===== config.mk =====
export PLATFORM = sky130hd
export DESIGN_NAME = mmio_regs
export DESIGN_NICKNAME = d
export VERILOG_FILES = /design/src/hdl/mem_map_pkg.sv /design/src/hdl/mmio_regs.sv
export SDC_FILE = /design/constraint.sdc
export NUM_CORES = 1
export LEC_CHECK = 0
export BUFFER_PORTS_ARGS = -buffer_cell sky130_fd_sc_hd__buf_2
export CORE_MARGIN = 8
export CORE_UTILIZATION = 40
export DETAILED_ROUTE_END_ITERATION = 8
export PLACE_DENSITY = 0.62
export SYNTH_ARGS = -nofsm -noshare
export SYNTH_HDL_FRONTEND = slang
export SYNTH_SLANG_ARGS = --single-unit

===== constraint.sdc =====
create_clock -name sys_clk -period 10.2 [get_ports sys_clk]
set_input_delay 2.04 -clock sys_clk [delete_from_list [all_inputs] [get_ports sys_clk]]
set_output_delay 2.04 -clock sys_clk [all_outputs]
set_load 0.1 [all_outputs]

===== src/hdl/mem_map_pkg.sv =====
`default_nettype none

package mem_map_pkg;

    // Bus widths
    localparam int addr_w = 32;
    localparam int line_w = 256;               // One L1 line
    localparam int beat_w = 128;               // Two beats per line
    localparam int mmio_w = 32;

    // Top nibble of the byte address selects the MMIO space
    localparam logic [3:0] mmio_tag = 4'hF;

    // Line index is address bits 12..5, anything above aliases
    localparam int line_idx_bits = 8;
    localparam int mem_depth = 2 * (1 << line_idx_bits);    // 512 beats

    // MMIO word offsets, taken from address bits 4..2
    localparam int mmio_scratch_regs = 4;      // Offsets 0..3
    localparam int mmio_count_off = 4;         // Read-only write counter

endpackage

`default_nettype wire


===== src/hdl/mmio_regs.sv =====
`timescale 1ns/100ps
`default_nettype none

module mmio_regs (
    input  wire                            sys_clk,
    input  wire                            rst_n,
    input  wire                            mmio_read,
    input  wire                            mmio_write,
    input  wire  [mem_map_pkg::addr_w-1:0] mmio_addr,
    input  wire  [mem_map_pkg::mmio_w-1:0] mmio_wdata,
    output logic                           mmio_done,
    output logic [mem_map_pkg::mmio_w-1:0] mmio_rdata
);
    import mem_map_pkg::*;

    logic [mmio_w-1:0] scratch [mmio_scratch_regs];
    logic [mmio_w-1:0] write_count;
    logic [2:0]        word_off;
    logic [mmio_w-1:0] read_word;

    assign word_off = mmio_addr[4:2];

    always_comb begin
        if (word_off < mmio_scratch_regs) begin
            read_word = scratch[word_off[1:0]];
        end else if (word_off == mmio_count_off) begin
            read_word = write_count;
        end else begin
            read_word = '0;                             // Unmapped
        end
    end

    always_ff @(posedge sys_clk) begin
        if (!rst_n) begin
            for (int i = 0; i < mmio_scratch_regs; i++) begin
                scratch[i] <= '0;
            end
            write_count <= '0;
            mmio_done   <= 1'b0;
            mmio_rdata  <= '0;
        end else begin
            mmio_done  <= mmio_read || mmio_write;
            mmio_rdata <= mmio_read ? read_word : '0;
            if (mmio_write) begin
                write_count <= write_count + 1'b1;      // Counts every write, wraps
                if (word_off < mmio_scratch_regs) begin
                    scratch[word_off[1:0]] <= mmio_wdata;
                end
            end
        end
    end

    a_strobe_exclusive: assert property (@(posedge sys_clk) disable iff (!rst_n)
        !(mmio_read && mmio_write));

endmodule

`default_nettype wire


Word-level counts from Yosys, hierarchy flattened
Memories as Yosys holds them, arrays and structs flattened.
Index checks and enable logic that the tools add are counted.
{ "totals": {"latch_bits": 0, "output_inout_bits": 33, "memories": 1, "in_bits": 68, "mem_bits_rw": 128, "rom_bits": 0, "register_bits": 65, "wordCells": 20} }
{ "classes": {"div_mod_pow": 0, "reduce_logical": 3, "n_addsub": 1, "bitwise_logic": 0, "shifts": 0, "muxes": 10, "eq_ne": 1, "order_cmp": 1, "multipliers": 0} }
{ "mem_list": {"columns": ["name", "depth", "width", "rd", "rd_ports_with_merged_regs", "wr", "line", "rtl"], "rows": [
  ["scratch", 4, 32, 1, 0, 4, "mmio_regs.sv:16", "logic [mmio_w-1:0] scratch [mmio_scratch_regs];"]
]} }
{ "ops": {"columns": ["op", "n"], "rows": [
  ["$mux 32", 3],
  ["$add 32x1->32 const B", 1],
  ["$reduce_or 32->1", 1],
  ["$mux 1", 6],
  ["$eq 3x3->1 const B", 1],
  ["$lt 3x3->1 const B", 1],
  ["$mux 2", 1],
  ["$reduce_and 2->1", 1],
  ["$logic_or 1x1->1", 1]
]} }

Longest topological paths before layout
{ "logic_depth": {"depth_word": 7, "depth_mapped": 6, "depth_no_buf": 5} }

Worst setup path after synthesis
OpenSTA, ideal clock, no wires.
{ "synth_path": {"kind": "input-to-reg", "from": "input mmio_addr[2] in the netlist's numbering", "to": "memory scratch[3][0] (enable)", "arrival_time_ns": 5.075, "slack_ns": 4.659, "setup_time_ns": 0.466, "stages": 4, "path_buffers": 2, "required_ns": 9.734, "cell_sequence": "clkbuf_1 buf_2 nand2_1 o21ai_0"} }
{ "synth_lines": {"columns": ["element", "line", "rtl"], "rows": [
  ["from (decl)", "mmio_regs.sv:9", "input wire [mem_map_pkg::addr_w-1:0] mmio_addr,"],
  ["to (decl)", "mmio_regs.sv:16", null]
]} }

==> flow_summary_export.csv <==
group,metric,value,unit
global_routing,grt_first_pass_wirelength,27700,um
logic_synthesis,asyncSetResetFlopFracSynth,0,
floorplanning,dieArea,25000,um^2
power_and_ir_drop,power.sequential.fraction,0.545,
detailed_routing,dr_total_vias,4958,
logic_synthesis,syn-instance-count,605,
logic_synthesis,mappedNetlistArea,8060,um^2
clock_network,ctsLongestPathBuffers,2,
logic_synthesis,synth-adder-area-share,0.00155,
power_and_ir_drop,power.clock.fraction,0.370,
global_routing,vias_in_the_first_global_route,5198,
global_routing,gr-total-overflow,0,
sta,final_period_minus_worst_setup_slack,3.90,ns
clock_network,number_of_h_tree_branching_levels,4,
logic_synthesis,yosys_warnings,0,
clock_network,clock_sink_count,193,
placed_design,placed_cells,919,
sta,max_slew_margin,0.293,
clock_network,cts-buffers-inserted,17,
cells_and_area,syn_to_final_growth,14.7,%
logic_synthesis,ys_ff_latch,193,
floorplanning,chipHeight,158,um
worst_setup_path,crit_path_max_incr_delay,0.56,ns
detailed_routing,avgViaCountPerCell,5.21,
logic_synthesis,post-synth-top-area-fraction,0.477,
detailed_routing,first_pass_iters,5,
detailed_routing,drt-total-wl,17700,um
logic_synthesis,synth.cells.most_frequent,"sky130_fd_sc_hd__and2_1 (129), sky130_fd_sc_hd__edfxtp_1 (128), sky130_fd_sc_hd__dfxtp_1 (65)",
sta,timing.setup.tns,0,ns
logic_synthesis,postSynthNetCount,674,
global_routing,grt_max_degree,38,
worst_setup_path,cp_data_required_time,10.26,ns
sta,skew,0.00666,ns
logic_synthesis,synth.area.mux_share,0.0919,
power_and_ir_drop,internal,1.25,mW
worst_setup_path,worst_path_most_repeated_cell,"sky130_fd_sc_hd__buf_4",
logic_synthesis,ys_types,32,
power_and_ir_drop,net_switching_share_of_the_total_power,0.230,
sta,tightestPinTransition,1.06,ns
worst_setup_path,critical_path.max_fanout,37,
sta,finalHoldViolations,0,
power_and_ir_drop,total_leakage_power,3.31,nW
sta,setup_repair_after_global_routing_missed_its_margin,"false",
power_and_ir_drop,power_per_cell_area,176,nW/um^2
global_routing,aggregate_global_route_resource_usage,0.147,
logic_synthesis,most_common_cell_in_the_synthesized_netlist,"sky130_fd_sc_hd__and2_1",
clock_network,cts_post_setup_buffers_inserted,0,
logic_synthesis,synth.avg_cell_area,13.3,um^2
logic_synthesis,synth-seq-area-share,0.638,
global_routing,antenna_found_initial,5,
worst_setup_path,worst-path-buf-inv,4,
sta,setup-violations-final,0,
placed_design,gpl.final_weighted_congestion,0.769,
placed_design,dpl.hpwl,10800,um
power_and_ir_drop,power.total,1.62,mW
clock_network,clkLatencyLatePin,0.42,ns
sta,fmax,256,MHz
flow_run,max-cap-violations,0,
cells_and_area,drive_above_1_share,0.216,
worst_setup_path,timing.critical_path.cells,"buf_2, buf_4, nor3b_2, buf_4, nand2b_1, buf_4",
sta,slew_viol_final,0,
power_and_ir_drop,max-vdd-ir-drop,0.0875,mV
cells_and_area,design.final.nets,737,
clock_network,holdBufCountCts,0,
logic_synthesis,combinational_family_with_the_most_area_after_synthesis,"simple AND/OR/NAND/NOR gates",
logic_synthesis,post_synth_and_or_nand_nor_area_fraction,0.176,
clock_network,clk_pin_slew,0.06,ns
placed_design,io_buffer_count,71,
run_status,run_status,"finished, final reports clean",
worst_setup_path,worstSetupPathType,"in -> reg",
logic_synthesis,synth_xor_area_frac,0.0120,
clock_network,clockRootBuffer,"sky130_fd_sc_hd__clkbuf_16",
logic_synthesis,synth_compound_gate_area_share,0.0577,
clock_network,cts_tree,"built",
clock_network,cts.repair.resized,0,
worst_setup_path,cp_top_family,"buffers and inverters",
detailed_routing,drt_iter0_drc,323,
floorplanning,ioPinCount,101,
worst_setup_path,cp.arrival,3.96,ns
power_and_ir_drop,power.net_switching,0.374,mW
cells_and_area,final_cell_count_no_fill,951,
detailed_routing,detail-route-antenna-nets,0,
power_and_ir_drop,power.combinational.fraction,0.085,
floorplanning,core_region,20000,um^2
logic_synthesis,synth_edf_count,128,
floorplanning,floorplan.rows,52,
worst_setup_path,worstSetupStartpointType,"input port",
floorplanning,start_util,0.402,
hold_path,worstHoldPathType,"reg -> reg",
logic_synthesis,synth_area_leader_cell,"sky130_fd_sc_hd__edfxtp_1",
detailed_routing,wl_per_cell,18.6,um
worst_setup_path,cp_slowest_cell,"sky130_fd_sc_hd__buf_4",
logic_synthesis,synth_top_flop_cell,"sky130_fd_sc_hd__edfxtp_1",
logic_synthesis,synth.top_cells.by_area,"sky130_fd_sc_hd__edfxtp_1 (48%), sky130_fd_sc_hd__dfxtp_1 (16%), sky130_fd_sc_hd__and2_1 (10%)",
sta,final_min_period_over_clock_period,0.382,
detailed_routing,post-route-drc-count,0,
floorplanning,die_x,158,um
worst_setup_path,worst_setup_path_end_kind,"flip-flop",
-- placed cells by master (no fill, tap or decap), types with 2 or more instances in the layout --
cell	netlist	layout
sky130_fd_sc_hd__inv_1	6	6
sky130_fd_sc_hd__clkbuf_1	30	2
sky130_fd_sc_hd__edfxtp_1	128	128
sky130_fd_sc_hd__a21oi_1	19	19
sky130_fd_sc_hd__nor3_2	0	2
sky130_fd_sc_hd__or3_1	8	8
sky130_fd_sc_hd__nand2b_1	4	4
sky130_fd_sc_hd__clkinv_1	1	5
sky130_fd_sc_hd__mux4_2	32	32
sky130_fd_sc_hd__clkinv_4	0	2
sky130_fd_sc_hd__buf_2	5	71
sky130_fd_sc_hd__o31ai_1	10	10
sky130_fd_sc_hd__buf_4	0	12
sky130_fd_sc_hd__nand2_1	11	11
sky130_fd_sc_hd__xnor2_1	5	5
sky130_fd_sc_hd__clkinvlp_4	0	3
sky130_fd_sc_hd__and4_1	4	4
sky130_fd_sc_hd__and2_1	129	129
sky130_fd_sc_hd__or4_1	11	11
sky130_fd_sc_hd__nand3_1	13	13
sky130_fd_sc_hd__o21ai_2	0	2
sky130_fd_sc_hd__nor2_1	48	48
sky130_fd_sc_hd__o21ai_0	11	9
sky130_fd_sc_hd__clkbuf_16	0	17
sky130_fd_sc_hd__xor2_1	6	6
sky130_fd_sc_hd__a22oi_1	32	32
sky130_fd_sc_hd__dfxtp_1	65	65
sky130_fd_sc_hd__nor4_1	2	2
sky130_fd_sc_hd__nand4_1	10	10
sky130_fd_sc_hd__and3_1	3	3
sky130_fd_sc_hd__mux2i_1	2	2
-- state kept, by name (all words and copies together) (netlist names) --
signal and flops:
write_count 32, mmio_done 1, scratch 128, mmio_rdata 32
-- cell families after synthesis --
| group | count (synthesis) |
|---|---|
| simple gates | 248 |
| flops | 193 |
| compound gates | 72 |
| buf+inv | 46 |
| mux | 34 |
| xor+xnor | 11 |
| fa+ha+maj | 1 |
-- final timing paths --
path	cells after the start	end	slack [ns]	from
hold / removal	2	write_count[31]$_SDFFE_PN0P_	0.50	write_count[31]$_SDFFE_PN0P_
hold reg to reg	2	write_count[31]$_SDFFE_PN0P_	0.50	write_count[31]$_SDFFE_PN0P_
setup / recovery	6	scratch[1][25]$_SDFFCE_PN0P_	6.30	mmio_addr[2]
setup reg to reg	4	write_count[31]$_SDFFE_PN0P_	7.89	write_count[3]$_SDFFE_PN0P_
-- metrics by stage --
stage          utilization  hold WS (ns)  worst slack, ns  area, um^2
2_1_floorplan            -         0.452             4.66        8060
3_3_place_gp         0.435         0.463             5.77        8710
3_5_place_dp         0.435         0.483             5.78        8710
4_1_cts              0.461         0.493             6.23        9240
5_1_grt              0.461         0.515             6.08        9240
6_report             0.461         0.497             6.30        9240
-- layer usage --
layer | vias to the layer above | part of all wire | track usage
met3 | 22 | 0.076 | 0.0459
met2 | 111 | 0.52 | 0.252
met5 | - | 0.0027 | 0
li1 | 2346 | - | -
met4 | 8 | 0.016 | 0.0543
met1 | 2471 | 0.39 | 0.171
-- area by class of cell --
cell class	count	area [um^2]
Fill cell	1835	10800
Sequential cell	193	5140
Multi-Input combinational cell	366	2760
Timing Repair Buffer	83	445
Clock buffer	19	433
Tap cell	270	338
Clock inverter	12	95.1
Inverter	7	26.3
Antenna cell	1	2.50
-- tightest hold or removal path: stages, from the launching register on --
cell and delay (ns):
sky130_fd_sc_hd__dfxtp_1 0.33, sky130_fd_sc_hd__o31ai_1 0.06, sky130_fd_sc_hd__a21oi_1 0.06
-- power groups by stage --
stage | combinational, mW | sequential, mW | clock, mW
after floorplan | 0.0629 | 0.932 | 0
after global placement | 0.138 | 0.898 | 0
after detailed placement | 0.140 | 0.901 | 0
after CTS | 0.140 | 0.884 | 0.611
after global routing | 0.148 | 0.887 | 0.645
final | 0.138 | 0.884 | 0.601
Power figures use the tool's default switching activity.
