--- config.mk ---
export PLATFORM = sky130hd
export DESIGN_NAME = l1_mmu
export DESIGN_NICKNAME = d
export VERILOG_FILES = /design/src/hdl/mem_map_pkg.sv /design/src/hdl/mmu_pkg.sv /design/src/hdl/l1_mmu.sv
export SDC_FILE = /design/constraint.sdc
export NUM_CORES = 1
export LEC_CHECK = 0
export BUFFER_PORTS_ARGS = -buffer_cell sky130_fd_sc_hd__buf_4
export CORE_AREA = 2 2 356 358
export CTS_CLUSTER_SIZE = 30
export DETAILED_ROUTE_END_ITERATION = 8
export DIE_AREA = 0 0 358 360
export GPL_ROUTABILITY_DRIVEN = 1
export PLACE_DENSITY = 0.44
export SETUP_SLACK_MARGIN = 0.3
export SLEW_MARGIN = 20
export SYNTH_ARGS = -nofsm -noshare
export SYNTH_HDL_FRONTEND = slang
export SYNTH_SLANG_ARGS = --single-unit
--- constraint.sdc ---
create_clock -name sys_clk -period 8.6 [get_ports sys_clk]
set_clock_uncertainty 0.1 [all_clocks]
set_input_delay 0.86 -clock sys_clk [delete_from_list [all_inputs] [get_ports sys_clk]]
set_output_delay 0.86 -clock sys_clk [all_outputs]
set_load 0.05 [all_outputs]
--- src/hdl/mem_map_pkg.sv ---
`default_nettype none

package mem_map_pkg;

    // Bus widths
    localparam int addr_w = 32;
    localparam int line_w = 256;               // One L1 line
    localparam int beat_w = 128;               // Two beats per line
    localparam int mmio_w = 32;

    // Top nibble of the byte address selects the MMIO space
    localparam logic [3:0] mmio_tag = 4'hF;

    // Line index is address bits 12..5, anything above aliases
    localparam int line_idx_bits = 8;
    localparam int mem_depth = 2 * (1 << line_idx_bits);    // 512 beats

    // MMIO word offsets, taken from address bits 4..2
    localparam int mmio_scratch_regs = 4;      // Offsets 0..3
    localparam int mmio_count_off = 4;         // Read-only write counter

endpackage

`default_nettype wire

--- src/hdl/mmu_pkg.sv ---
`default_nettype none

package mmu_pkg;

    typedef enum logic [2:0] {
        st_idle,                               // Low beat / MMIO strobe goes out here
        st_high,                               // High beat address
        st_fetch,                              // Read only, waits for the high beat
        st_mmio_wait,
        st_resp                                // Done is raised, then back to idle
    } mmu_state_e;

    // Decoded opcode of the request currently held by the L1 side
    typedef enum logic [2:0] {
        req_none,
        req_mem_read,
        req_mem_write,
        req_mmio_read,
        req_mmio_write
    } req_kind_e;

endpackage

`default_nettype wire

--- src/hdl/l1_mmu.sv ---
`timescale 1ns/100ps
`default_nettype none

module l1_mmu (
    input  wire                                 sys_clk,
    input  wire                                 rst_n,
    input  wire                                 l1_mmu_req_read,
    input  wire                                 l1_mmu_req_write,
    input  wire  [mem_map_pkg::addr_w-1:0]      l1_mmu_req_addr,
    input  wire  [mem_map_pkg::line_w-1:0]      l1_mmu_write_data,
    output logic                                mmu_l1_read_done,
    output logic                                mmu_l1_write_done,
    output logic [mem_map_pkg::line_w-1:0]      mmu_l1_read_data,
    output logic [mem_map_pkg::line_idx_bits:0] mem_addr,
    output logic [mem_map_pkg::beat_w-1:0]      mem_wdata,
    output logic                                mem_we,
    input  wire  [mem_map_pkg::beat_w-1:0]      mem_rdata,
    output logic                                mmio_read,
    output logic                                mmio_write,
    output logic [mem_map_pkg::addr_w-1:0]      mmio_addr,
    output logic [mem_map_pkg::mmio_w-1:0]      mmio_wdata,
    input  wire                                 mmio_done,
    input  wire  [mem_map_pkg::mmio_w-1:0]      mmio_rdata
);
    import mem_map_pkg::*;
    import mmu_pkg::*;

    mmu_state_e        state;
    req_kind_e         kind;
    logic              is_mmio;
    logic              beat_hi;
    logic [beat_w-1:0] hold_low;

    assign is_mmio = (l1_mmu_req_addr[addr_w-1 -: $bits(mmio_tag)] == mmio_tag);

    always_comb begin
        if (l1_mmu_req_read) begin
            kind = is_mmio ? req_mmio_read : req_mem_read;
        end else if (l1_mmu_req_write) begin
            kind = is_mmio ? req_mmio_write : req_mem_write;
        end else begin
            kind = req_none;
        end
    end

    // Memory side, low beat in idle and high beat in every later state
    assign beat_hi   = (state != st_idle);
    assign mem_addr  = {l1_mmu_req_addr[line_idx_bits+4:5], beat_hi};
    assign mem_wdata = beat_hi ? l1_mmu_write_data[line_w-1:beat_w]
                               : l1_mmu_write_data[beat_w-1:0];
    assign mem_we    = (kind == req_mem_write) && (state == st_idle || state == st_high);

    // MMIO strobes last exactly the idle cycle of the request
    assign mmio_read  = (state == st_idle) && (kind == req_mmio_read);
    assign mmio_write = (state == st_idle) && (kind == req_mmio_write);
    assign mmio_addr  = {l1_mmu_req_addr[addr_w-1:2], 2'b00};
    assign mmio_wdata = l1_mmu_write_data[mmio_w-1:0];

    always_ff @(posedge sys_clk) begin
        if (state == st_high && kind == req_mem_read) begin
            hold_low <= mem_rdata;                      // Low beat, addressed in idle
        end else if (state == st_mmio_wait && mmio_done) begin
            hold_low <= {{(beat_w-mmio_w){1'b0}}, mmio_rdata};
        end
    end

    always_ff @(posedge sys_clk) begin
        if (!rst_n) begin
            state             <= st_idle;
            mmu_l1_read_done  <= 1'b0;
            mmu_l1_write_done <= 1'b0;
            mmu_l1_read_data  <= '0;
        end else begin
            case (state)
                st_idle: begin
                    case (kind)
                        req_mem_read, req_mem_write:   state <= st_high;
                        req_mmio_read, req_mmio_write: state <= st_mmio_wait;
                        default:                       state <= st_idle;
                    endcase
                end
                st_high: begin
                    if (kind == req_mem_read) begin
                        state <= st_fetch;              // High beat still in flight
                    end else begin
                        state <= st_resp;
                    end
                end
                st_fetch: begin
                    state <= st_resp;
                end
                st_mmio_wait: begin
                    if (mmio_done) begin
                        state <= st_resp;
                    end
                end
                st_resp: begin
                    if (mmu_l1_read_done || mmu_l1_write_done) begin
                        state             <= st_idle;   // Requester drops at this edge
                        mmu_l1_read_done  <= 1'b0;
                        mmu_l1_write_done <= 1'b0;
                        mmu_l1_read_data  <= '0;
                    end else if (kind == req_mem_read) begin
                        mmu_l1_read_done  <= 1'b1;
                        mmu_l1_read_data  <= {mem_rdata, hold_low};
                    end else if (kind == req_mmio_read) begin
                        mmu_l1_read_done  <= 1'b1;
                        mmu_l1_read_data  <= {{(line_w-beat_w){1'b0}}, hold_low};
                    end else begin
                        mmu_l1_write_done <= 1'b1;
                    end
                end
                default: begin
                    state <= st_idle;
                end
            endcase
        end
    end

    a_req_exclusive: assert property (@(posedge sys_clk) disable iff (!rst_n)
        !(l1_mmu_req_read && l1_mmu_req_write));

    a_read_done_pulse: assert property (@(posedge sys_clk) disable iff (!rst_n)
        mmu_l1_read_done |=> !mmu_l1_read_done);

    a_write_done_pulse: assert property (@(posedge sys_clk) disable iff (!rst_n)
        mmu_l1_write_done |=> !mmu_l1_write_done);

    // A request left high past its done would strobe a second time
    a_strobe_once: assert property (@(posedge sys_clk) disable iff (!rst_n)
        (mmio_read || mmio_write) |-> !$past(mmu_l1_read_done || mmu_l1_write_done));

endmodule

`default_nettype wire

# Word-level counts from Yosys, hierarchy flattened
# Index checks and enable logic that the tools add are counted.
# Widths: inputs -> output; s select.
dict set report word_totals {
  out_inout_bits 462
  inputBits 453
  reg_bits 389
}
dict set report classes {
  muxes 21
  n_eq_ne 13
  reduce_logical 16
}
# cell count
set op_table {}
lappend op_table {{$mux 256} 3}
lappend op_table {{$mux 128} 3}
lappend op_table {{$mux 3} 6}
lappend op_table {{$pmux 3 s5} 1}
lappend op_table {{$eq 3x2->1 const B} 4}
lappend op_table {{$eq 3x1->1 const B} 2}
lappend op_table {{$eq 3x3->1 const B} 2}
lappend op_table {{$mux 1} 6}
lappend op_table {{$reduce_bool 3->1} 2}
lappend op_table {{$logic_and 1x1->1} 5}
lappend op_table {{$eq 4x4->1 const B} 1}
lappend op_table {{$ne 2x1->1 const B} 2}
lappend op_table {{$ne 2x2->1 const B} 2}
lappend op_table {{$pmux 2 s2} 1}
lappend op_table {{$reduce_and 2->1} 2}
lappend op_table {{$reduce_or 2->1} 2}
lappend op_table {{$logic_not 3->1} 1}
lappend op_table {{$reduce_and 3->1} 1}
lappend op_table {{$logic_or 1x1->1} 2}
lappend op_table {{$mux 2} 1}
lappend op_table {{$reduce_bool 2->1} 1}

# Longest topological paths before layout
# Gate-level depths: netlist (run 1).
dict set report depth {
  depth_word 8
  ltp_mapped 7
}

# Worst setup path after synthesis (run 1)
# No wires, ideal clock.
dict set report synth_timing {
  path_kind {input -> register}
  from {in l1_mmu_req_addr[28] (netlist name)}
  to {reg hold_low[0], enable pin}
  arrival_ns 7.609
  slack_ns 0.234
  cell_stages 4
  n_path_buf 1
  setup_ns 0.657
  required_time_ns 7.843
  path_cell_list {nand4_1 clkbuf_1 nand3_1 a21oi_1}
}
dict set report synth_between {
  elab_chain_len 7
}
# element line
set synth_rtl {}
lappend synth_rtl {{from (decl)} l1_mmu.sv:9} ;# input wire [mem_map_pkg::addr_w-1:0] l1_mmu_req_addr,
lappend synth_rtl {{$eq 4x4->1 *} l1_mmu.sv:34} ;# assign is_mmio = (l1_mmu_req_addr[addr_w-1 -: $bits(mmio_tag)] == mmio_tag);
lappend synth_rtl {{$mux 3} l1_mmu.sv:40} ;# kind = is_mmio ? req_mmio_write : req_mem_write;
lappend synth_rtl {{$mux 3} l1_mmu.sv:39} ;# end else if (l1_mmu_req_write) begin
lappend synth_rtl {{$mux 3 *} l1_mmu.sv:37} ;# if (l1_mmu_req_read) begin
lappend synth_rtl {{$eq 3x1->1 *} l1_mmu.sv:60} ;# if (state == st_high && kind == req_mem_read) begin
lappend synth_rtl {{$logic_and 1x1->1 *} l1_mmu.sv:60}
lappend synth_rtl {{$reduce_bool 2->1 (no line) *} -}
lappend synth_rtl {{to (signal assigned)} l1_mmu.sv:61} ;# hold_low <= mem_rdata;
lappend synth_rtl {{to (signal assigned)} l1_mmu.sv:63} ;# hold_low <= {{(beat_w-mmio_w){1'b0}}, mmio_rdata};
lappend synth_rtl {{to (decl)} l1_mmu.sv:32} ;# logic [beat_w-1:0] hold_low;
# Mark *: on every way between the ends. The rest lies on a longest branch, timed or not.
# A chain may end at the register's enable or synchronous reset.

# Worst setup path after layout (run 1)
dict set report layout_timing {
  from {reg state[1]}
  to {out mem_wdata[124] (netlist name)}
}
dict set report layout_between {
  elab_chain_len 2
}
# element line
set layout_rtl {}
lappend layout_rtl {{from (decl)} l1_mmu.sv:28} ;# mmu_state_e state;
lappend layout_rtl {{from (signal assigned)} l1_mmu.sv:69} ;# state <= st_idle;
lappend layout_rtl {{from (signal assigned)} l1_mmu.sv:77} ;# req_mem_read, req_mem_write: state <= st_high;
lappend layout_rtl {{from (signal assigned)} l1_mmu.sv:78} ;# req_mmio_read, req_mmio_write: state <= st_mmio_wait;
lappend layout_rtl {{$reduce_bool 3->1} l1_mmu.sv:47} ;# assign beat_hi = (state != st_idle);
lappend layout_rtl {{$mux 128} l1_mmu.sv:49} ;# assign mem_wdata = beat_hi ? l1_mmu_write_data[line_w-1:beat_w]
lappend layout_rtl {{to (decl)} l1_mmu.sv:15} ;# output logic [mem_map_pkg::beat_w-1:0] mem_wdata,
# Every way passes these cells.

==> metrics.md, run 1 <==
| Metric | Value |
|---|---|
| Sum of negative setup slack | 0 ns |
| Combinational fraction of design power | 0.361 |
| Number of synthesized flops with an enable pin | 128 |
| Multi-input logic area | 7650 um2 |
| Number of cells in the design after placement | 4360 |
| Reg area | 9070 um2 |
| Number of setup violations in the final report | 0 |
| Max-slew violations | 0 |
| Number of filler instances in the final layout | 13900 |
| Area of the core | 125000 um2 |
| Post-Synthesis Mean Instance Area | 8.57 um2 |
| Result of the run | completed |
| Number of gates resized after CTS | 0 |
| Die boundary width | 358 um |
| Number of standard cells in the final layout excluding fillers | 4459 |
| Commonest cells in the synthesized netlist | 643 x sky130_fd_sc_hd__nand2_1, 261 x sky130_fd_sc_hd__dfxtp_1, 224 x sky130_fd_sc_hd__and2_1 |
| Hold_buf cts | 0 |
| Initial Utilization | 0.145 |
| Area of the die | 129000 um2 |
| Part of the power in registers | 0.323 |
| Slew at the pin with the worst max-slew slack | 1.09 ns |
| Top_reg_cell synth | sky130_fd_sc_hd__dfxtp_1 |
| Sinks on Clock Net | 389 |
| Met2 capacity usage during global routing | 0.218 |
| Buffer levels on the longest clock path | 3 |
| Largest fanout on the critical path | 66 |
| Clk pin slew, worst setup/hold paths | 0.06 ns |
| Internal Dissipation | 3.76 mW |
| Number of buffers added on ports | 850 |
| Top-Level Pins | 915 |
| Max cap viols | 0 |
| Clock root cell | sky130_fd_sc_hd__clkbuf_16 |
| Vias in the first global route | 16800 |
| Pin count of the biggest net entering global routing | 189 |
| Core Util, Final | 0.216 |
| Leakage | 11.4 nW |
| Net switching share of the total power | 0.407 |
| Count of final hold-check violations | 0 |
| Most common cell in the synthesized netlist | sky130_fd_sc_hd__nand2_1 |
| Nets@finish | 3213 |
| Post-route antenna net violation count | 0 |
| Part of the power in the clock network | 0.315 |
| TritonCTS clock tree | yes |
| DRC marker count from the first detailed-route iteration | 1363 |
| Met3 usage | 0.0447 |
| Top cell type's share of synthesized area | 0.289 |
| Share of synthesized area occupied by flip-flops and latches | 0.502 |
| Timing-limited maximum frequency | 220 MHz |
| Synthesized cell area | 18100 um2 |
| Path type of the worst setup path | flop to output pin |
| Number of buffers created by CTS | 48 |
| Global-route wire length before repair | 129000 um |
| Gate count after technology mapping | 2106 |
| Arrival @ worst endpoint | 3.59 ns |
| Main area contributors after synthesis | sky130_fd_sc_hd__dfxtp_1 29%, sky130_fd_sc_hd__edfxtp_1 21%, sky130_fd_sc_hd__nand2_1 13%, sky130_fd_sc_hd__and2_1 7.8%, sky130_fd_sc_hd__nand4_1 4.5% |
| Number of remaining DRC errors | 0 |
| Clock latency on the worst-skew pair | 0.61 ns |
| H-tree level count | 2 |
| Share of flip-flops with an asynchronous set or reset | 0 |
| Power density normalized to cell area | 235 nW/um2 |
| Busiest grt layer | met2 |
| Overall via count from detail_route | 17800 |
| Post-CTS setup repair buffer count | 0 |
| Placer Congestion | 0.881 |
| Critical Path End Type | output pin |
| Routed wirelength normalized by instance count | 21.1 um |
| Share of the clock period used by the worst path after layout | 0.529 |
| RSZ-0062 raised after global routing | false |
| Total routed wirelength | 94300 um |
| Number of warnings issued by yosys | 0 |
| Switching Power | 2.58 mW |
| Worst hold path type | flop to flop |
| Synth Register Bits | 389 |
| Worst relative slew slack | 0.271 |
| Routed via count divided by cell count | 3.99 |
| Die height | 360 um |
| Data required time of the worst path | 7.64 ns |
| Number of rows in the core area | 130 |
| Global-route met1 utilization | 0.176 |
| DP Wirelength | 68000 um |
| Overflow left after global routing | 0 |
| Cell type contributing the most total cell area after synthesis | sky130_fd_sc_hd__dfxtp_1 |
| GR Util All Layers | 0.137 |
| VDD IR max | 0.000139 V |
| Number of distinct library cells after synthesis | 34 |
| Critical path launch point type | flop |
| Signed area change from the synthesized netlist to the final layout | 49.6% |
| Fraction of final layout cells with drive strength greater than 1 | 0.353 |
| Tmin final | 4.55 ns |
| Number of antenna violations at the first check in global routing | 13 |
| Drt first pass iters | 5 |
-- through the flow --
step | hold WS [ns] | worst slack (ns) | power [mW] | cell area, um2
finish | 0.366 | 4.05 | 6.33 | 27000
global route | 0.378 | 3.84 | 6.60 | 27000
detailed placement | 0.359 | 4.70 | 4.37 | 25400
floorplan | 0.402 | 3.11 | 3.51 | 18100
global placement | 0.353 | 4.73 | 4.38 | 25400
CTS | 0.367 | 4.03 | 6.41 | 27000
-- cell families after synthesis --
family / share of synthesized area
simple gates: 0.264
compound gates: 0.136
flops: 0.502
buf+inv: 0.0772
mux: 0.0200
other cells: 0.000208
-- per-layer routing --
metal / up-vias / share of wire
met4: 4 / 0.027
met3: 122 / 0.089
met1: 8555 / 0.43
met5: - / 0.00029
li1: 8409 / -
met2: 694 / 0.46
-- power by group through the flow --
stage,clock network [mW],logic (mW),registers [mW]
after global placement,0,2.29,2.08
after detailed placement,0,2.29,2.09
after global routing,2.14,2.40,2.06
after floorplan,0,1.27,2.24
after CTS,2.07,2.29,2.05
final,2.00,2.29,2.05
-- flip-flops by register name (all words and copies together) (netlist names) --
signal / flops
state: 3
mmu_l1_read_data: 256
hold_low: 128
mmu_l1_read_done: 1
mmu_l1_write_done: 1
-- worst paths after layout --
kind,start,to,slack (ns),depth (start not counted)
max,state[1]$_SDFFE_PN0P_,mem_wdata[124],4.05,7
min,mmu_l1_read_data[103]$_SDFFE_PN0P_,mmu_l1_read_data[103]$_SDFFE_PN0P_,0.37,2
max reg2reg,state[2]$_SDFFE_PN0P_,mmu_l1_read_data[184]$_SDFFE_PN0P_,5.38,6
min reg2reg,mmu_l1_read_data[103]$_SDFFE_PN0P_,mmu_l1_read_data[103]$_SDFFE_PN0P_,0.37,2
-- critical path, cell delays in order (launching register included) --
cell,delay (ns)
sky130_fd_sc_hd__dfxtp_1,0.56
sky130_fd_sc_hd__nor3_2,0.06
sky130_fd_sc_hd__buf_4,0.28
sky130_fd_sc_hd__inv_4,0.51
sky130_fd_sc_hd__buf_4,0.67
sky130_fd_sc_hd__nand2_1,0.14
sky130_fd_sc_hd__nand2_1,0.34
sky130_fd_sc_hd__buf_4,0.28
-- layout by cell type, fill, tap and decap left out, types with 4 or more instances in the layout --
master                        n
sky130_fd_sc_hd__o21ai_0    129
sky130_fd_sc_hd__a21boi_0    88
sky130_fd_sc_hd__o22ai_1    128
sky130_fd_sc_hd__buf_4      870
sky130_fd_sc_hd__clkinv_2     5
sky130_fd_sc_hd__clkbuf_1    16
sky130_fd_sc_hd__mux2_2      32
sky130_fd_sc_hd__nand2_1    643
sky130_fd_sc_hd__a21boi_1    41
sky130_fd_sc_hd__diode_2     11
sky130_fd_sc_hd__nor3_1       4
sky130_fd_sc_hd__buf_12       4
sky130_fd_sc_hd__and2_1     224
sky130_fd_sc_hd__nand4_1    129
sky130_fd_sc_hd__dfxtp_1    261
sky130_fd_sc_hd__clkbuf_8    11
sky130_fd_sc_hd__clkbuf_16   49
sky130_fd_sc_hd__edfxtp_1   128
-- final cells by class --
cell class	instances	area share
well taps	1650	0.0765
clock inverters	12	0.00385
diodes	11	0.00102
inverters	3	0.000510
repair buffers	875	0.245
flip-flops and latches	389	0.336
multi-input cells	1443	0.284
clock buffers	76	0.0533
Note: power is estimated with default switching activity, not from simulation.
==> run 2: changes to the inputs <==
Settings changed: ABC_AREA from default to 1, CORE_AREA 2 2 356 358 to 2 2 353 355, DIE_AREA 0 0 358 360 to 0 0 355 357, PLACE_DENSITY 0.44 to 0.43.
Clock period 8.6 ns to 4 ns, I/O delays scaled along.
==> metrics.md, run 2 <==
| Metric | Value |
|---|---|
| Number of remaining DRC errors | 0 |
| Global-route met1 utilization | 0.141 |
| Top register by number of flip-flops | mmu_l1_read_data |
| H-tree level count | 2 |
| Main combinational cell family by area after synthesis | simple AND/OR/NAND/NOR gates |
| Largest fanout on the critical path | 54 |
| DRC marker count from the first detailed-route iteration | 935 |
| Number of buffers created by CTS | 47 |
| Pin count of the biggest net entering global routing | 132 |
| Tmin final | 3.02 ns |
| Arrival @ worst endpoint | 2.52 ns |
| Final worst hold slack | 0.0428 ns |
| Top-Level Pins | 915 |
| TritonCTS clock tree | yes |
| Vias in the first global route | 15200 |
| Count of final hold-check violations | 0 |
| Leading cell types in the layout, fill and taps excluded | 867 x sky130_fd_sc_hd__buf_4, 809 x sky130_fd_sc_hd__nand2_1, 260 x sky130_fd_sc_hd__dfxtp_1 |
| Critical path launch point type | flop |
| Global-route wire length before repair | 103000 um |
| RSZ-0062 raised after global routing | false |
| Clk pin slew, worst setup/hold paths | 0.06 ns |
| Commonest cells in the synthesized netlist | 810 x sky130_fd_sc_hd__nand2_1, 261 x sky130_fd_sc_hd__dfxtp_1, 153 x sky130_fd_sc_hd__o21ai_1 |
| Sum of internal, switching and leakage power | 12.6 mW |
| Gate count after technology mapping | 1942 |
| Final design instance area without fill | 26700 um2 |
| Met2 capacity usage during global routing | 0.163 |
| Cell type contributing the most total cell area after synthesis | sky130_fd_sc_hd__dfxtp_1 |
| Clock root cell | sky130_fd_sc_hd__clkbuf_16 |
| Simple-gate area share of the yosys netlist | 0.223 |
| DP Wirelength | 56100 um |
| Worst reg2reg startpoint | state[2]$_SDFFE_PN0P_ |
| Stage delay of the slowest cell on the critical path | 0.47 ns |
| Number of distinct library cells after synthesis | 29 |
| Worst relative slew slack | 0.391 |
| Main area contributors after synthesis | sky130_fd_sc_hd__dfxtp_1 33%, sky130_fd_sc_hd__edfxtp_1 24%, sky130_fd_sc_hd__nand2_1 19%, sky130_fd_sc_hd__o21ai_1 4.8%, sky130_fd_sc_hd__buf_4 3.5% |
| Overflow left after global routing | 0 |
| Critical-path top delay cell | sky130_fd_sc_hd__inv_4 |
| Sinks on Clock Net | 389 |
| Buffer levels on the longest clock path | 3 |
| Overall via count from detail_route | 15600 |
| Post-route antenna net violation count | 0 |
| GR Util All Layers | 0.109 |
| Most used cell, CP | sky130_fd_sc_hd__nand2_1 |
| Number of warnings issued by yosys | 0 |
| Met3 usage | 0.0453 |
| Die height | 357 um |
| Mux cell area share after synthesis | 0 |
| Worst setup path endpoint | mem_wdata[71] |
| Share of flip-flops with an asynchronous set or reset | 0 |
| Initial Utilization | 0.129 |
| Nets@finish | 3287 |
| Start point of the worst min-delay path | mem_rdata[32] |
| Die boundary width | 355 um |
| VDD IR max | 0.000381 V |
| Path type of the worst setup path | flop to output pin |
| Critical Path End Type | output pin |
| Number of antenna violations at the first check in global routing | 5 |
| Worst Reg-to-Reg Cells | 8 |
| Signed area change from the synthesized netlist to the final layout | 68.2% |
| Number of rows in the core area | 129 |
| Number of standard cells in the final layout excluding fillers | 4510 |
| Top_reg_cell synth | sky130_fd_sc_hd__dfxtp_1 |
| Number of setup violations in the final report | 0 |
| Post-Synthesis Mean Instance Area | 8.18 um2 |
| Fraction of final layout cells with drive strength greater than 1 | 0.354 |
| Drt first pass iters | 5 |
| Leakage | 12.3 nW |
| Busiest grt layer | met2 |
| Number of synthesized flops with an enable pin | 128 |
| Cell Chain, Critical Path | inv_2, nand3_4, inv_4, nand2_1, nand2_1, buf_4 |
| Synth Register Bits | 389 |
| Routed wirelength normalized by instance count | 16.4 um |
| Share of the clock period used by the worst path after layout | 0.756 |
| Area of the die | 127000 um2 |
| Result of the run | completed |
| Synthesized cell area | 15900 um2 |
| Placed instance area | 23600 um2 |
| Number of cells in the design after placement | 4271 |
| Timing-limited maximum frequency | 331 MHz |
| Critical R2R Capture | hold_low[15]$_DFFE_PP_ |
| Launching element of the worst setup path | state[1]$_SDFFE_PN0P_ |
| Top cell type's share of synthesized area | 0.329 |
| Crit path setup slack, layout | 0.975 ns |
| Max-slew violations | 0 |
| Share of the synthesized netlist area taken by xor and xnor gates | 0 |
| Post-CTS setup repair buffer count | 0 |
| Placer Congestion | 0.780 |
| Area of the core | 123000 um2 |
| Compound-Gate Fraction of Synth Area | 0.104 |
| Number of buffers added on ports | 850 |
| Largest register FFs | 256 |
| Worst hold path type | input pin to flop |
| Max cap viols | 0 |
| Total routed wirelength | 74100 um |
| Hold_buf cts | 151 |
| Internal reg-to-reg setup slack | 1.40 ns |
| Regs by FF count | mmu_l1_read_data: 256 flops, hold_low: 128 flops, state: 3 flops |
| Most common cell in the synthesized netlist | sky130_fd_sc_hd__nand2_1 |
| Data required time of the worst path | 3.50 ns |
| Commonest non-fill, non-tap cell in the layout | sky130_fd_sc_hd__buf_4 |
| Routed via count divided by cell count | 3.46 |
| Number of gates resized after CTS | 0 |
| Power density normalized to cell area | 472 nW/um2 |
| N_diodes | 0 |
| Adder and majority cell fraction of the synthesized area | 0 |
| Share of synthesized area occupied by flip-flops and latches | 0.571 |
| Pre-CTS setup slack | 1.19 ns |
| Clock latency on the worst-skew pair | 0.60 ns |
| Slew at the pin with the worst max-slew slack | 0.914 ns |
## run 2: changes by cell type after synthesis, moves of 32 or more
cell                       previous run  this run
sky130_fd_sc_hd__a21boi_0            88         0
sky130_fd_sc_hd__a21boi_1            41         0
sky130_fd_sc_hd__and2_1             224         0
sky130_fd_sc_hd__clkbuf_1           152        50
sky130_fd_sc_hd__inv_1                2       139
sky130_fd_sc_hd__mux2_2              32         0
sky130_fd_sc_hd__nand2_1            643       810
sky130_fd_sc_hd__nand4_1            129         0
sky130_fd_sc_hd__nor2_1               4        99
sky130_fd_sc_hd__o21ai_1              0       153
sky130_fd_sc_hd__o21ai_2              0        39
sky130_fd_sc_hd__o22ai_1            128         0
## run 2: critical path: cells and delay by family, from the launching register on
kind,cells,cell delay (ns)
buffers and inverters,3,0.87
AND/OR/NAND/NOR,3,0.62
flip-flops,1,0.33
## run 2: power by group
| group | internal, mW | leakage (nW) | switching, mW | total, mW |
|---|---|---|---|---|
| registers | 4.28 | 3.30 | 0.0716 | 4.35 |
| logic | 1.17 | 8.26 | 2.77 | 3.95 |
| clock network | 2.56 | 0.790 | 1.76 | 4.32 |
| total | 8.02 | 12.3 | 4.60 | 12.6 |
## run 2: cell type report
class / instances / area [um2]
fill: 13800 / 96300
sequential: 389 / 9070
timing repair buffer: 1030 / 8230
multi-input combinational: 1224 / 5250
tap: 1637 / 2050
clock buffer: 66 / 1390
inverter: 142 / 536
clock inverter: 22 / 186
## run 2: metrics by stage
stage,TNS [ns],util
global placement,0,0.192
floorplan,-31.07,-
global route,0,0.217
CTS,0,0.217
finish,0,0.217
detailed placement,0,0.192
## run 2: kinds of logic (layout without fill, tap and decap cells)
family	after synthesis	in the layout
compound gates	297	297
buf+inv	330	1260
flops	389	389
other cells	1	2
simple gates	925	925
## run 2: how the worst min path moves through the flow
stage                     slack, ns                                  to  cells after the start
after floorplan                0.37    mmu_l1_read_data[0]$_SDFFE_PN0P_                      2
after global placement         0.34   mmu_l1_read_data[42]$_SDFFE_PN0P_                      2
after detailed placement       0.35  mmu_l1_read_data[208]$_SDFFE_PN0P_                      2
after CTS                     0.004  mmu_l1_read_data[204]$_SDFFE_PN0P_                      3
after global routing           0.01  mmu_l1_read_data[218]$_SDFFE_PN0P_                      3
final                          0.04  mmu_l1_read_data[160]$_SDFFE_PN0P_                      3
## run 2: per-layer routing
layer,part of all wire,wire [um]
met1,0.44,32300
met2,0.44,32500
met3,0.10,7580
met4,0.023,1730
met5,0.00018,13
